<file path="src/hdl/video_pkg.sv">
// video_pkg: greyscale pixel width and active frame geometry with counter widths

package video_pkg;

    // bits per greyscale pixel
    localparam int PIXEL_WIDTH = 8;

    // active frame size in pixels and rows
    localparam int H_ACTIVE = 16;
    localparam int V_ACTIVE = 8;

    // column and row counter widths, sized from the frame geometry
    localparam int HCOUNT_WIDTH = $clog2(H_ACTIVE);
    localparam int VCOUNT_WIDTH = $clog2(V_ACTIVE);

endpackage
</file>
<file path="src/hdl/filter_pkg.sv">
// filter_pkg: 3x3 gaussian kernel weights, normalising shift, datapath widths and latency

package filter_pkg;

    // taps in a 3x3 window
    localparam int KERNEL_TAPS = 9;
    localparam int WEIGHT_WIDTH = 8;

    // 1-2-1 / 2-4-2 / 1-2-1 in row-major order, top-left first
    localparam logic [WEIGHT_WIDTH-1:0] KERNEL_WEIGHTS [KERNEL_TAPS] = '{
        8'd1, 8'd2, 8'd1,
        8'd2, 8'd4, 8'd2,
        8'd1, 8'd2, 8'd1
    };

    // weights add up to 16
    localparam int KERNEL_SHIFT = 4;

    // one weighted pixel and the sum of all nine
    localparam int PRODUCT_WIDTH = video_pkg::PIXEL_WIDTH + 3;
    localparam int SUM_WIDTH = video_pkg::PIXEL_WIDTH + 4;

    // window strobe to filtered strobe
    localparam int BLUR_LATENCY = 4;

endpackage

</file>
<file path="src/hdl/blur_top.sv">
// blur_top: streaming 3x3 gaussian blur built from line buffer, filter and output stage

`timescale 1ns/10ps

module blur_top import video_pkg::*; (
    input  logic                    clk_in,
    input  logic                    rst_in,
    input  logic [PIXEL_WIDTH-1:0]  pixel,
    input  logic                    pixel_valid,
    input  logic [HCOUNT_WIDTH-1:0] hcount,
    input  logic [VCOUNT_WIDTH-1:0] vcount,
    output logic [PIXEL_WIDTH-1:0]  blur_pixel,
    output logic                    blur_valid,
    output logic [HCOUNT_WIDTH-1:0] blur_hcount,
    output logic [VCOUNT_WIDTH-1:0] blur_vcount
);

    // window from the line buffer
    logic [3*PIXEL_WIDTH-1:0] row_top;
    logic [3*PIXEL_WIDTH-1:0] row_mid;
    logic [3*PIXEL_WIDTH-1:0] row_bot;
    logic                     window_valid;

    // centre of the current window
    logic [PIXEL_WIDTH-1:0]  center_pixel;
    logic [HCOUNT_WIDTH-1:0] center_hcount;
    logic [VCOUNT_WIDTH-1:0] center_vcount;

    logic [PIXEL_WIDTH-1:0] filtered_pixel;
    logic                   filtered_valid;

    line_buffer u_line_buffer (
        .clk_in        (clk_in),
        .rst_in        (rst_in),
        .pixel         (pixel),
        .pixel_valid   (pixel_valid),
        .hcount        (hcount),
        .vcount        (vcount),
        .row_top       (row_top),
        .row_mid       (row_mid),
        .row_bot       (row_bot),
        .window_valid  (window_valid),
        .center_pixel  (center_pixel),
        .center_hcount (center_hcount),
        .center_vcount (center_vcount)
    );

    gaussian_blur u_gaussian_blur (
        .clk_in         (clk_in),
        .rst_in         (rst_in),
        .row_top        (row_top),
        .row_mid        (row_mid),
        .row_bot        (row_bot),
        .window_valid   (window_valid),
        .filtered_pixel (filtered_pixel),
        .filtered_valid (filtered_valid)
    );

    blur_output_stage u_blur_output_stage (
        .clk_in         (clk_in),
        .rst_in         (rst_in),
        .window_valid   (window_valid),
        .center_pixel   (center_pixel),
        .center_hcount  (center_hcount),
        .center_vcount  (center_vcount),
        .filtered_pixel (filtered_pixel),
        .filtered_valid (filtered_valid),
        .blur_pixel     (blur_pixel),
        .blur_valid     (blur_valid),
        .blur_hcount    (blur_hcount),
        .blur_vcount    (blur_vcount)
    );

endmodule

</file>
<file path="src/hdl/blur_output_stage.sv">
// blur_output_stage: centre pixel and coordinate delay line with raw or blurred selection

`timescale 1ns/10ps

module blur_output_stage import video_pkg::*, filter_pkg::*; (
    input  logic                    clk_in,
    input  logic                    rst_in,
    input  logic                    window_valid,
    input  logic [PIXEL_WIDTH-1:0]  center_pixel,
    input  logic [HCOUNT_WIDTH-1:0] center_hcount,
    input  logic [VCOUNT_WIDTH-1:0] center_vcount,
    input  logic [PIXEL_WIDTH-1:0]  filtered_pixel,
    input  logic                    filtered_valid,
    output logic [PIXEL_WIDTH-1:0]  blur_pixel,
    output logic                    blur_valid,
    output logic [HCOUNT_WIDTH-1:0] blur_hcount,
    output logic [VCOUNT_WIDTH-1:0] blur_vcount
);

    localparam int LAST = BLUR_LATENCY - 1;

    // delay line matched to the filter pipeline
    logic [PIXEL_WIDTH-1:0]  pixel_d  [BLUR_LATENCY];
    logic [HCOUNT_WIDTH-1:0] hcount_d [BLUR_LATENCY];
    logic [VCOUNT_WIDTH-1:0] vcount_d [BLUR_LATENCY];
    logic [BLUR_LATENCY-1:0] border_d;

    always_ff @(posedge clk_in) begin
        pixel_d[0]  <= center_pixel;
        hcount_d[0] <= center_hcount;
        vcount_d[0] <= center_vcount;
        // window around a first-column or first-row centre reaches outside the frame
        border_d[0] <= (center_hcount == '0) || (center_vcount == '0);
        for (int k = 1; k < BLUR_LATENCY; k++) begin
            pixel_d[k]  <= pixel_d[k-1];
            hcount_d[k] <= hcount_d[k-1];
            vcount_d[k] <= vcount_d[k-1];
            border_d[k] <= border_d[k-1];
        end
    end

    always_ff @(posedge clk_in) begin
        if (rst_in) begin
            blur_valid <= 1'b0;
        end else begin
            blur_valid <= filtered_valid;
        end
    end

    always_ff @(posedge clk_in) begin
        if (filtered_valid) begin
            blur_pixel  <= border_d[LAST] ? pixel_d[LAST] : filtered_pixel;
            blur_hcount <= hcount_d[LAST];
            blur_vcount <= vcount_d[LAST];
        end
    end

endmodule

</file>
<file path="src/hdl/gaussian_blur.sv">
// gaussian_blur: four-stage multiply, register, accumulate and shift pipeline over a 3x3 window

`timescale 1ns/10ps

module gaussian_blur import video_pkg::*, filter_pkg::*; (
    input  logic                     clk_in,
    input  logic                     rst_in,
    input  logic [3*PIXEL_WIDTH-1:0] row_top,
    input  logic [3*PIXEL_WIDTH-1:0] row_mid,
    input  logic [3*PIXEL_WIDTH-1:0] row_bot,
    input  logic                     window_valid,
    output logic [PIXEL_WIDTH-1:0]   filtered_pixel,
    output logic                     filtered_valid
);

    logic [KERNEL_TAPS*PIXEL_WIDTH-1:0] window;
    logic [PIXEL_WIDTH-1:0]             taps [KERNEL_TAPS];

    // stage 1 multiply
    logic [PRODUCT_WIDTH-1:0] product [KERNEL_TAPS];
    logic                     product_valid;

    // stage 2 extra register in front of the adder tree
    logic [PRODUCT_WIDTH-1:0] product_q [KERNEL_TAPS];
    logic                     product_q_valid;

    // stage 3 accumulate
    logic [SUM_WIDTH-1:0] sum_comb;
    logic [SUM_WIDTH-1:0] sum_q;
    logic                 sum_valid;

    assign window = {row_top, row_mid, row_bot};

    // tap 0 is the top-left pixel, same order as the weights
    always_comb begin
        for (int i = 0; i < KERNEL_TAPS; i++) begin
            taps[i] = window[(KERNEL_TAPS-1-i)*PIXEL_WIDTH +: PIXEL_WIDTH];
        end
    end

    always_ff @(posedge clk_in) begin
        for (int i = 0; i < KERNEL_TAPS; i++) begin
            product[i] <= PRODUCT_WIDTH'(KERNEL_WEIGHTS[i]) * PRODUCT_WIDTH'(taps[i]);
        end
    end

    always_ff @(posedge clk_in) begin
        for (int i = 0; i < KERNEL_TAPS; i++) begin
            product_q[i] <= product[i];
        end
    end

    // nine products fit in SUM_WIDTH since the weights total 16
    always_comb begin
        sum_comb = '0;
        for (int i = 0; i < KERNEL_TAPS; i++) begin
            sum_comb = sum_comb + SUM_WIDTH'(product_q[i]);
        end
    end

    always_ff @(posedge clk_in) begin
        sum_q <= sum_comb;
    end

    // divide by 16, truncating
    always_ff @(posedge clk_in) begin
        filtered_pixel <= PIXEL_WIDTH'(sum_q >> KERNEL_SHIFT);
    end

    // valid rides alongside the data through all four stages
    always_ff @(posedge clk_in) begin
        if (rst_in) begin
            product_valid   <= 1'b0;
            product_q_valid <= 1'b0;
            sum_valid       <= 1'b0;
            filtered_valid  <= 1'b0;
        end else begin
            product_valid   <= window_valid;
            product_q_valid <= product_valid;
            sum_valid       <= product_q_valid;
            filtered_valid  <= sum_valid;
        end
    end

endmodule

</file>
<file path="src/hdl/line_buffer.sv">
// line_buffer: two row memories and a 3x3 window register issuing one window per pixel

`timescale 1ns/10ps

module line_buffer import video_pkg::*; (
    input  logic                     clk_in,
    input  logic                     rst_in,
    input  logic [PIXEL_WIDTH-1:0]   pixel,
    input  logic                     pixel_valid,
    input  logic [HCOUNT_WIDTH-1:0]  hcount,
    input  logic [VCOUNT_WIDTH-1:0]  vcount,
    output logic [3*PIXEL_WIDTH-1:0] row_top,
    output logic [3*PIXEL_WIDTH-1:0] row_mid,
    output logic [3*PIXEL_WIDTH-1:0] row_bot,
    output logic                     window_valid,
    output logic [PIXEL_WIDTH-1:0]   center_pixel,
    output logic [HCOUNT_WIDTH-1:0]  center_hcount,
    output logic [VCOUNT_WIDTH-1:0]  center_vcount
);

    // row two back and row one back, indexed by column
    logic [PIXEL_WIDTH-1:0] row_old [H_ACTIVE];
    logic [PIXEL_WIDTH-1:0] row_new [H_ACTIVE];

    // memory reads at the incoming column
    logic [PIXEL_WIDTH-1:0] tap_top;
    logic [PIXEL_WIDTH-1:0] tap_mid;

    // window columns, index 0 is the leftmost
    logic [PIXEL_WIDTH-1:0] win_top [3];
    logic [PIXEL_WIDTH-1:0] win_mid [3];
    logic [PIXEL_WIDTH-1:0] win_bot [3];

    logic qualify;

    assign tap_top = row_old[hcount];
    assign tap_mid = row_new[hcount];

    // the window is complete once a full row and column lie behind the pixel
    assign qualify = pixel_valid && (hcount != '0) && (vcount != '0);

    // rows age by one on every strobe at this column
    always_ff @(posedge clk_in) begin
        if (pixel_valid) begin
            row_old[hcount] <= tap_mid;
            row_new[hcount] <= pixel;
        end
    end

    // slide the window one column to the left per strobe
    always_ff @(posedge clk_in) begin
        if (pixel_valid) begin
            for (int c = 0; c < 2; c++) begin
                win_top[c] <= win_top[c+1];
                win_mid[c] <= win_mid[c+1];
                win_bot[c] <= win_bot[c+1];
            end
            win_top[2] <= tap_top;
            win_mid[2] <= tap_mid;
            win_bot[2] <= pixel;
        end
    end

    always_ff @(posedge clk_in) begin
        if (rst_in) begin
            window_valid <= 1'b0;
        end else begin
            window_valid <= qualify;
        end
    end

    // centre sits one column left and one row up from the incoming pixel
    always_ff @(posedge clk_in) begin
        if (qualify) begin
            center_hcount <= hcount - HCOUNT_WIDTH'(1);
            center_vcount <= vcount - VCOUNT_WIDTH'(1);
        end
    end

    // left pixel in the top bits of each row bus
    assign row_top = {win_top[0], win_top[1], win_top[2]};
    assign row_mid = {win_mid[0], win_mid[1], win_mid[2]};
    assign row_bot = {win_bot[0], win_bot[1], win_bot[2]};

    assign center_pixel = win_mid[1];

endmodule

</file>
<file path="config.mk">
export PLATFORM = sky130hd
export DESIGN_NAME = blur_top
export DESIGN_NICKNAME = d
export VERILOG_FILES = /design/src/hdl/video_pkg.sv /design/src/hdl/filter_pkg.sv /design/src/hdl/blur_top.sv /design/src/hdl/blur_output_stage.sv /design/src/hdl/gaussian_blur.sv /design/src/hdl/line_buffer.sv
export SDC_FILE = /design/constraint.sdc
export NUM_CORES = 1
export LEC_CHECK = 0
export BUFFER_PORTS_ARGS = -buffer_cell sky130_fd_sc_hd__buf_4
export CELL_PAD_IN_SITES_DETAIL_PLACEMENT = 2
export CELL_PAD_IN_SITES_GLOBAL_PLACEMENT = 2
export CORE_MARGIN = 3
export CORE_UTILIZATION = 52
export CTS_CLUSTER_SIZE = 10
export DETAILED_ROUTE_END_ITERATION = 8
export GPL_TIMING_DRIVEN = 0
export PLACE_DENSITY = 0.82
export SYNTH_ARGS = -nofsm -noshare
export SYNTH_HDL_FRONTEND = slang
export SYNTH_HIERARCHICAL = 1
export SYNTH_SLANG_ARGS = --single-unit
</file>
<file path="constraint.sdc">
create_clock -name clk_in -period 6.7 [get_ports clk_in]
set_input_delay 2.01 -clock clk_in [delete_from_list [all_inputs] [get_ports clk_in]]
set_output_delay 2.01 -clock clk_in [all_outputs]
set_load 0.02 [all_outputs]
</file>
# Yosys cells after proc, flatten, opt, wreduce, memory -nomap -nowiden
# Memory sizes are Yosys's and may differ from the RTL's. A register that Yosys moved wholly into a read port is not among the register bits.
# Index checks and enable logic that the tools add are counted.
# classes
n_addsub	10
mul	0
n_div	0
n_lt_le_gt_ge	0
n_eq_ne	0
shifts	0
muxes	3
bitwise_logic	0
reduce_logical	7
# op_table
operator	count
12-bit by 11-bit adder with 12-bit output	7
11-bit by 11-bit adder with 12-bit output	1
8-bit 2-to-1 mux	1
4-bit logical NOT	1
4-bit nonzero test	1
4-bit by 1-bit subtractor with 4-bit output (second input constant)	1
3-bit logical NOT	1
3-bit nonzero test	1
3-bit by 1-bit subtractor with 3-bit output (second input constant)	1
1-bit logical AND	2
1-bit 2-to-1 mux	2
1-bit logical OR	1
# word_totals
reg_bits	45
latchBits	0
mem_bits_rw	577
romBits	0
output_inout_bits	16
elab_cells	42
memories	10
# mem_list
memory	depth	width	rd	rd_ports_with_merged_regs	wr	line	text
u_line_buffer.row_new	16	8	1	0	1	line_buffer.sv:23	logic [PIXEL_WIDTH-1:0] row_new [H_ACTIVE];
u_line_buffer.row_old	16	8	1	0	1	line_buffer.sv:22	logic [PIXEL_WIDTH-1:0] row_old [H_ACTIVE];
u_gaussian_blur.product_q	9	11	9	0	9	gaussian_blur.sv:24	logic [PRODUCT_WIDTH-1:0] product_q [KERNEL_TAPS];
u_gaussian_blur.product	9	10	9	0	9	gaussian_blur.sv:20	logic [PRODUCT_WIDTH-1:0] product [KERNEL_TAPS];
u_blur_output_stage.pixel_d	4	8	4	0	4	blur_output_stage.sv:23	logic [PIXEL_WIDTH-1:0] pixel_d [BLUR_LATENCY];
u_line_buffer.win_bot	3	8	3	0	3	line_buffer.sv:32	logic [PIXEL_WIDTH-1:0] win_bot [3];
4 more memories	-	-	-	-	-	-	

# Depth between registers and ports, before layout
# Gate-level depths: netlist (run 1).
# An unclocked memory read counts as a cell.
# depth
word_depth	9
depth_mapped	15
mapped_depth_nobuf	15

# Modules after synthesis
# The synthesis (run 1) kept the hierarchy.
# by_module_without_submodules
mod	instances	cells_each	area_per_inst_um2	seq_area_each_um2
line_buffer	1	529	12320.6	10079.7
gaussian_blur	1	358	5077.4	3283.1
blur_output_stage	1	92	1868.0	1751.7

# Worst setup path before layout (run 1)
# No wires, ideal clock.
# synth_path
path_type	input -> register
start	input hcount[1]
end	memory u_line_buffer.row_new[1][0] (enable)
arrival_time_ns	3.802
required_ns	6.291
slack_ns	2.489
cell_stages	6
n_path_buf	2
cell_sequence	buf_4 -> buf_2 -> inv_1 -> ha_1 -> nand2_1 -> nor3_1
# synth_rtl
element	line	text
start: declaration	blur_top.sv:10	input logic [HCOUNT_WIDTH-1:0] hcount,
end: declaration	line_buffer.sv:23	
# Straight into the memory's write port.

==> results of run 1 <==
-- metrics by stage --
step | std cells | hold slack, ps | total power [mW] | util, % | setup slack [ps]
global route | 1597 | 330.2 | 9.416 | 61.84 | 1950
global placement | 1473 | 309.7 | 5.402 | 55.81 | 389.8
floorplan | 979 | 309.6 | 5.088 | - | 2489
detailed placement | 1485 | 313.2 | 5.579 | 56.38 | 1716
finish | 1597 | 319.5 | 9.028 | 61.84 | 2126
CTS | 1597 | 325.0 | 9.127 | 61.84 | 2106
-- flip-flops by register name (all words and copies together), names as in the netlist, 8 cells and up --
name,cells
u_line_buffer/row_new,128
u_gaussian_blur/filtered_pixel,8
u_line_buffer/win_bot,24
u_line_buffer/row_old,128
u_line_buffer/win_mid,24
u_blur_output_stage/hcount_d,16
u_blur_output_stage/pixel_d,32
u_gaussian_blur/product_q,72
u_line_buffer/win_top,24
u_gaussian_blur/product,72
u_gaussian_blur/sum_q,8
u_blur_output_stage/vcount_d,12
u_blur_output_stage/blur_pixel,8
-- path summary, 6_finish.rpt --
| kind | slack, ps | to | cells after the start | from |
|---|---|---|---|---|
| max reg2reg | 2130 | u_gaussian_blur/sum_q[11] | 13 | u_gaussian_blur/product_q[0][3] |
| min | 320 | u_gaussian_blur/product_q[4][8] | 0 | u_gaussian_blur/product[0][38] |
| max | 2130 | u_gaussian_blur/sum_q[11] | 13 | u_gaussian_blur/product_q[0][3] |
| min reg2reg | 320 | u_gaussian_blur/product_q[4][8] | 0 | u_gaussian_blur/product[0][38] |
-- area by class of cell --
type | count | area share, %
plain buffers | 33 | 0.9329
clock buffers | 104 | 8.295
clock inverters | 8 | 0.5395
inverters | 104 | 1.753
multi-input cells | 262 | 16.11
flip-flops and latches | 580 | 67.89
well taps | 461 | 2.591
repair buffers | 45 | 1.894
-- cells by family after synthesis --
| kind of cell | after synthesis |
|---|---|
| muxes | 72 |
| and+or+nand+nor | 64 |
| DFF | 580 |
| buffers and inverters | 137 |
| xor gates and xnor gates | 9 |
| AOI/OAI and AO/OA | 45 |
| adders and majority gates | 72 |
-- per-layer routing --
layer / wire [um] / GRT usage [%] / vias up / part of all wire (%)
li1: - / - / 3764 / -
met1: 19830 / 34.23 / 4882 / 38
met2: 27880 / 49.16 / 381 / 53
met3: 2635 / 4.997 / 112 / 5.0
met4: 2073 / 11.22 / 0 / 4.0
met5: 0 / 0 / - / 0
-- cells in the final DEF, fill, tap and decap left out, types with 2 or more instances in the layout --
cell         n
nor3_2       3
edfxtp_1   350
nor2_1       3
nor2_2       7
nor2b_1      7
buf_6       10
inv_6        2
and2_1       2
mux4_2      64
and3_1       6
clkbuf_1    44
nor3_1       2
clkinv_8     4
inv_1      104
buf_2       10
mux2_2       8
o21a_1       2
a21oi_1      5
buf_4       42
xnor2_1      5
dfxtp_1    230
a22oi_1     32
xor2_1       4
o21ai_2      2
nand2b_1     2
clkbuf_16   68
fa_1        52
nand2_1     24
buf_8        6
ha_1        20
-- worst register-to-register path, delay by kind of cell (launching register included) --
kind,cells,cell delay (ps)
AOI/OAI and AO/OA,2,450
xor gates and xnor gates,1,160
adders and majority gates,5,2540
buffers and inverters,2,130
DFF,1,330
and+or+nand+nor,3,870
-- power by group --
group	total (mW)	switching (mW)	internal, mW
Clock	3.38	1.47	1.91
Combinational	1.51	0.920	0.592
Sequential	4.13	0.0893	4.04
Total	9.03	2.48	6.55
==> metrics.md, run 1 <==
| Metric | Value |
|---|---|
| Outcome | `completed` |
| Tmin final | `between 4000 and 5000 ps` |
| Slew @ Worst Pin | `~1200 ps` |
| Largest net degree at the start of global routing | `77` |
| DIE AREA | `approximately 40,000 um^2` |
| Top-count cell post-synth | `edfxtp_1` |
| Via-to-Cell Ratio | `roughly 5.7` |
| Max-cap viol count | `0` |
| CP top delay family | `adder cells` |
| Antenna diode instance count | `0` |
| Crit-path slowest cell | `fa_1` |
| Count of final hold-check violations | `0` |
| Compound-Gate Fraction of Synth Area | `roughly 1.7%` |
| Number of distinct library cells after synthesis | `36` |
| Crit path kind | `reg -> reg` |
| Main synth FF type | `edfxtp_1` |
| Post-Syn Area | `approximately 19,000 um^2` |
| # hold bufs at CTS | `0` |
| Most frequent CP cell | `fa_1` |
| Final non-filler cell area | `about 22,000 um^2` |
| Largest area contributor in the netlist | `edfxtp_1` |
| XOR/XNOR share of the synthesized area | `0.4091%` |
| # rows | `69` |
| Placed Area | `~20,000 um^2` |
| Hpwl dp | `around 31,000 um` |
| Final #Nets | `1,184` |
| Post-DR wirelength/cell | `about 33 um` |
| Clock root buffer | `clkbuf_16` |
| Core ar. | `36,000 um^2` |
| Simple-gate share of the synthesized area | `1.669%` |
| Leak | `8.355 nW` |
| Slew Viols, Final | `0` |
| Setup TNS | `0 ps` |
| Pre-antenna DRT Iters | `5` |
| Worst IR drop on VDD | `between 300 and 400 uV` |
| Slowest stage delay, CP | `approximately 560 ps` |
| Die W | `a little under 200 um` |
| Antenna violation net count after detailed routing | `0` |
| Pwr dens | `a little over 400 nW/um^2` |
| Unrepaired setup endpoints after global routing | `false` |
| Hold Crit Class | `reg -> reg` |
| Global-route wire length before repair | `76,530 um` |
| WL final | `52,410 um` |
| DRC Markers | `0` |
| Clk pin slew, worst setup/hold paths | `around 60 ps` |
| Port buffer count | `33` |
| Area Growth Syn to Fin | `15.56%` |
| GP Congestion | `approximately 0.76` |
| Total global-route track usage | `roughly 28%` |
| Critical Path AT | `about 5100 ps` |
| Mux cell area share after synthesis | `slightly below 8%` |
| Most area-consuming cells after synthesis | `edfxtp_1 55%, dfxtp_1 24%, mux4_2 7.5%` |
| Post-synth EDFFs | `350` |
| CTS Buf Count | `roughly 70` |
| YS warnings | `6` |
| Post-synthesis sequential area ratio | `about four fifths` |
| Max clock buf depth | `3` |
| CTS tree | `yes` |
| Seq. cell area | `between 15,000 and 20,000 um^2` |
| Post-synth ARST share | `0%` |
| Share of cells above drive strength 1 | `between 20% and 30%` |
| Vias in the first global route | `10,590` |
| Post-Synth Adder-Cell Area | `under 10%` |
| Mapped Nets | `1,069` |
| Worst Setup Start Kind | `flip-flop` |
| Area occupied by multi-input gates | `3586 um^2` |
| Max Clk Rate | `~0.22 GHz` |
| Syn Inst Count | `a little under 1,000` |
| #FFs+latches synth | `580` |
| Initial antenna violation count | `1` |
| Required time of the critical path | `between 7000 and 8000 ps` |
| Die Ht | `about 200 um` |
| CP Cell Sequence | `inv_1 > fa_1 > inv_1 > fa_1 > fa_1 > fa_1 > or3b_2 > fa_1 > and2b_1 > nor3_1 > o21a_1 > o21ai_2 > xor2_1` |
| Clock skew | `approximately 28 ps` |
| Most frequent cells after synthesis | `350 x edfxtp_1, 230 x dfxtp_1, 104 x inv_1` |
| Setup violators final | `0` |
| Final global-route overflow total | `0` |
| Main combinational cell family by area after synthesis | `multiplexers` |
| TritonCTS Sinks | `580` |
| Area share of the largest cell type after synthesis | `54.55%` |
| Initial Util | `a little over half` |
| Crit path buffers/inverters | `2` |
| CTS H-tree depth | `3` |
| Critical path capture point type | `flip-flop` |
| Initial DRC Count | `slightly below 800` |
| CP Max Fanout | `2` |
| Crit share post-route | `between 60 and 70%` |
| Latest clock arrival within the worst-skew pair | `600 ps` |
| Post-CTS Setup Inserts | `0` |
| Slew headroom | `between 20 and 25%` |
| Fillers | `2,764` |
| Vias | `approximately 9,100` |
| Avg Cell Area, Syn | `roughly 20 um^2` |
| IO Count | `34` |
| Resized cells post-CTS | `0` |
No activity file was read; power rests on OpenSTA's default activity.
==> run 2, diff against run 1 <==
CORE_UTILIZATION = 44   (was 52)
PLACE_DENSITY = 0.74   (was 0.82)
clock period = 4 ns   (was 6.7 ns; I/O delays follow)
==> metrics.md, run 2 (same netlist as run 1, synthesis figures left out) <==
| Metric | Value |
|---|---|
| Clock skew | `25.06 ps (-2.457 ps)` |
| Slew @ Worst Pin | `1215 ps (+23.83 ps)` |
| Post-DR wirelength/cell | `25.45 um (-22%)` |
| Setup violators final | `2 (+2)` |
| Final #Nets | `1,188 (+0.34%)` |
| GP Congestion | `0.7354 (-3.6%)` |
| Crit path buffers/inverters | `3 (+1)` |
| Placed Area | `20,420 um^2 (+0.60%)` |
| Total global-route track usage | `19.67% (-8.2 points)` |
| Commonest non-fill, non-tap cells in the layout | `350 x edfxtp_1, 225 x dfxtp_1, 96 x inv_1, 71 x clkbuf_16, 64 x mux4_2` |
| Critical Path AT | `4500 ps (-590 ps)` |
| Commonest non-fill, non-tap cell in the layout | `edfxtp_1` |
| Worst IR drop on VDD | `353.0 uV (+7.8%)` |
| Count of final hold-check violations | `0 (unchanged)` |
| Failing checks | `setup timing` |
| Area Growth Syn to Fin | `16.71%` |
| Die Ht | `215.3 um (+8.4%)` |
| Crit path kind | `reg -> reg` |
| Design internal power | `11.25 mW (+72%)` |
| Logic pwr share | `17.1% (+0.4 points)` |
| Tmin final | `4052 ps (-521.6 ps)` |
| Clk pin slew, worst setup/hold paths | `50 ps (about the same)` |
| Clock Power Share | `37.0% (-0.5 points)` |
| CP top delay family | `adder cells` |
| Slowest stage delay, CP | `540 ps (-20 ps)` |
| IO Count | `34 (unchanged)` |
| Sw frac | `25.07% (-2.4 points)` |
| Initial antenna violation count | `2 (+1)` |
| Initial DRC Count | `593 (-24%)` |
| CP Cell Sequence | `inv_2 > fa_1 > inv_2 > fa_1 > fa_1 > fa_1 > or3b_4 > fa_2 > and2b_2 > nor3_2 > o21a_1 > buf_4 > xnor2_1` |
| Pwr dens | `667.8 nW/um^2 (+65%)` |
| Worst Setup Start Kind | `flip-flop` |
| TritonCTS Sinks | `580 (unchanged)` |
| Met2 usage | `35.23% (-14 points)` |
| Max-cap viol count | `0 (unchanged)` |
| DIE AREA | `46,330 um^2 (+18%)` |
| Slew Viols, Final | `0 (unchanged)` |
| Met3 Usage GRT | `4.214% (-0.78 points)` |
| Hpwl dp | `28,330 um (-7.2%)` |
| Sw power | `3.764 mW (+52%)` |
| Sequential Power Share | `45.9% (about the same)` |
| Final non-filler cell area | `22,490 um^2 (+0.99%)` |
| Initial Util | `44.63% (-8.9 points)` |
| Vias in the first global route | `10,110 (-4.5%)` |
| Fin Hold WS | `322.3 ps (+2.751 ps)` |
| Vias | `8,687 (-4.9%)` |
| Outcome | `finished, violations left` |
| Leak | `8.378 nW (+0.29%)` |
| Most frequent CP cell | `fa_1` |
| CTS Buf Count | `68 (unchanged)` |
| CP Max Fanout | `2 (unchanged)` |
| Crit share post-route | `101.3% (+33 points)` |
| Max Clk Rate | `0.2468 GHz (+13%)` |
| Die W | `215.3 um (+8.4%)` |
| GRT Max-Usage Layer | `met2` |
| Finished Core Util | `52.08% (-9.8 points)` |
| Latest clock arrival within the worst-skew pair | `590 ps (about the same)` |
| CTS tree | `yes` |
| Largest net degree at the start of global routing | `77 (unchanged)` |
| Max clock buf depth | `3 (unchanged)` |
| DRC Markers | `0 (unchanged)` |
| Hold Crit Class | `reg -> reg` |
| Core ar. | `43,170 um^2 (+20%)` |
| Critical path capture point type | `flip-flop` |
| WL final | `43,870 um (-16%)` |
| Antenna violation net count after detailed routing | `0 (unchanged)` |
| Registers with the most flip-flops | `u_line_buffer/row_new: 128 flops, u_line_buffer/row_old: 128 flops` |
| Antenna diode instance count | `0 (unchanged)` |
| # rows | `76 (+10%)` |
| Unrepaired setup endpoints after global routing | `true` |
| Required time of the critical path | `4450 ps (-2760 ps)` |
| Via-to-Cell Ratio | `5.039 (-12%)` |
| CTS H-tree depth | `3 (unchanged)` |
| Clock root buffer | `clkbuf_16` |
| Port buffer count | `33 (unchanged)` |
| Share of cells above drive strength 1 | `22.48% (+2.1 points)` |
| Crit-path slowest cell | `fa_1` |
| PnR worst setup slack | `-52.01 ps (-2178 ps)` |
| Slew headroom | `19.02% (-1.6 points)` |
| Final global-route overflow total | `0 (unchanged)` |
| Pre-antenna DRT Iters | `5 (unchanged)` |
| Global-route wire length before repair | `66,910 um (-13%)` |
| Met1 usage in global routing | `23.63% (-11 points)` |
[run 2: metal layers]
metal	up-vias	share of wire, %
li1	3781	-
met4	0	3.1
met3	94	4.4
met5	-	0
met1	4562	39
met2	250	54
[run 2: per-stage QoR]
| stage | TNS [ps] | setup slack [ps] | cells | power (mW) |
|---|---|---|---|---|
| 2_1_floorplan | 0 | 45.56 | 979 | 8.535 |
| 3_3_place_gp | -98690 | -1350 | 1597 | 9.085 |
| 3_5_place_dp | -8687 | -274.5 | 1607 | 9.246 |
| 4_1_cts | -156.1 | -104.0 | 1721 | 15.03 |
| 5_1_grt | -412.5 | -173.9 | 1724 | 15.80 |
| 6_report | -90.23 | -52.01 | 1724 | 15.02 |
[run 2: cell type report]
type	instances	area [um^2]
well taps	585	732.0
clock inverters	6	58.81
clock buffers	105	1914
inverters	104	390.4
plain buffers	33	207.7
fillers	3777	20690
flip-flops and latches	580	15120
multi-input cells	262	3630
repair buffers	49	431.7
[run 2: what timing repair did]
item | 4_1_cts | 5_1_grt
setup buffers | 3 | 3
gates resized for setup | 8 | 13
hold buffers | 0 | 0
endpoints found under the setup margin | 5 | 5
pin swaps | 9 | 12
[run 2: power groups by stage]
stage	registers, mW	clock network (mW)	logic, mW
floorplan	6.95	0	1.59
global placement	6.98	0	2.11
detailed placement	7.02	0	2.23
CTS	6.90	5.71	2.42
global route	6.93	5.99	2.88
finish	6.89	5.56	2.57
[run 2: final timing paths]
path | cells past startpoint | to | startpoint | slack (ps)
setup / recovery | 13 | u_gaussian_blur/sum_q[9] | u_gaussian_blur/product_q[2][3] | -50
setup reg to reg | 13 | u_gaussian_blur/sum_q[9] | u_gaussian_blur/product_q[2][3] | -50
hold / removal | 0 | u_gaussian_blur/filtered_pixel[5] | u_gaussian_blur/sum_q[9] | 320
hold reg to reg | 0 | u_gaussian_blur/filtered_pixel[5] | u_gaussian_blur/sum_q[9] | 320
[run 2: worst reg2reg max path: stages (launching register included)]
cell	delay (ps)
dfxtp_2	320
inv_2	30
fa_1	540
inv_2	40
fa_1	530
fa_1	430
fa_1	520
or3b_4	390
fa_2	360
and2b_2	260
nor3_2	40
o21a_1	210
buf_4	150
xnor2_1	110
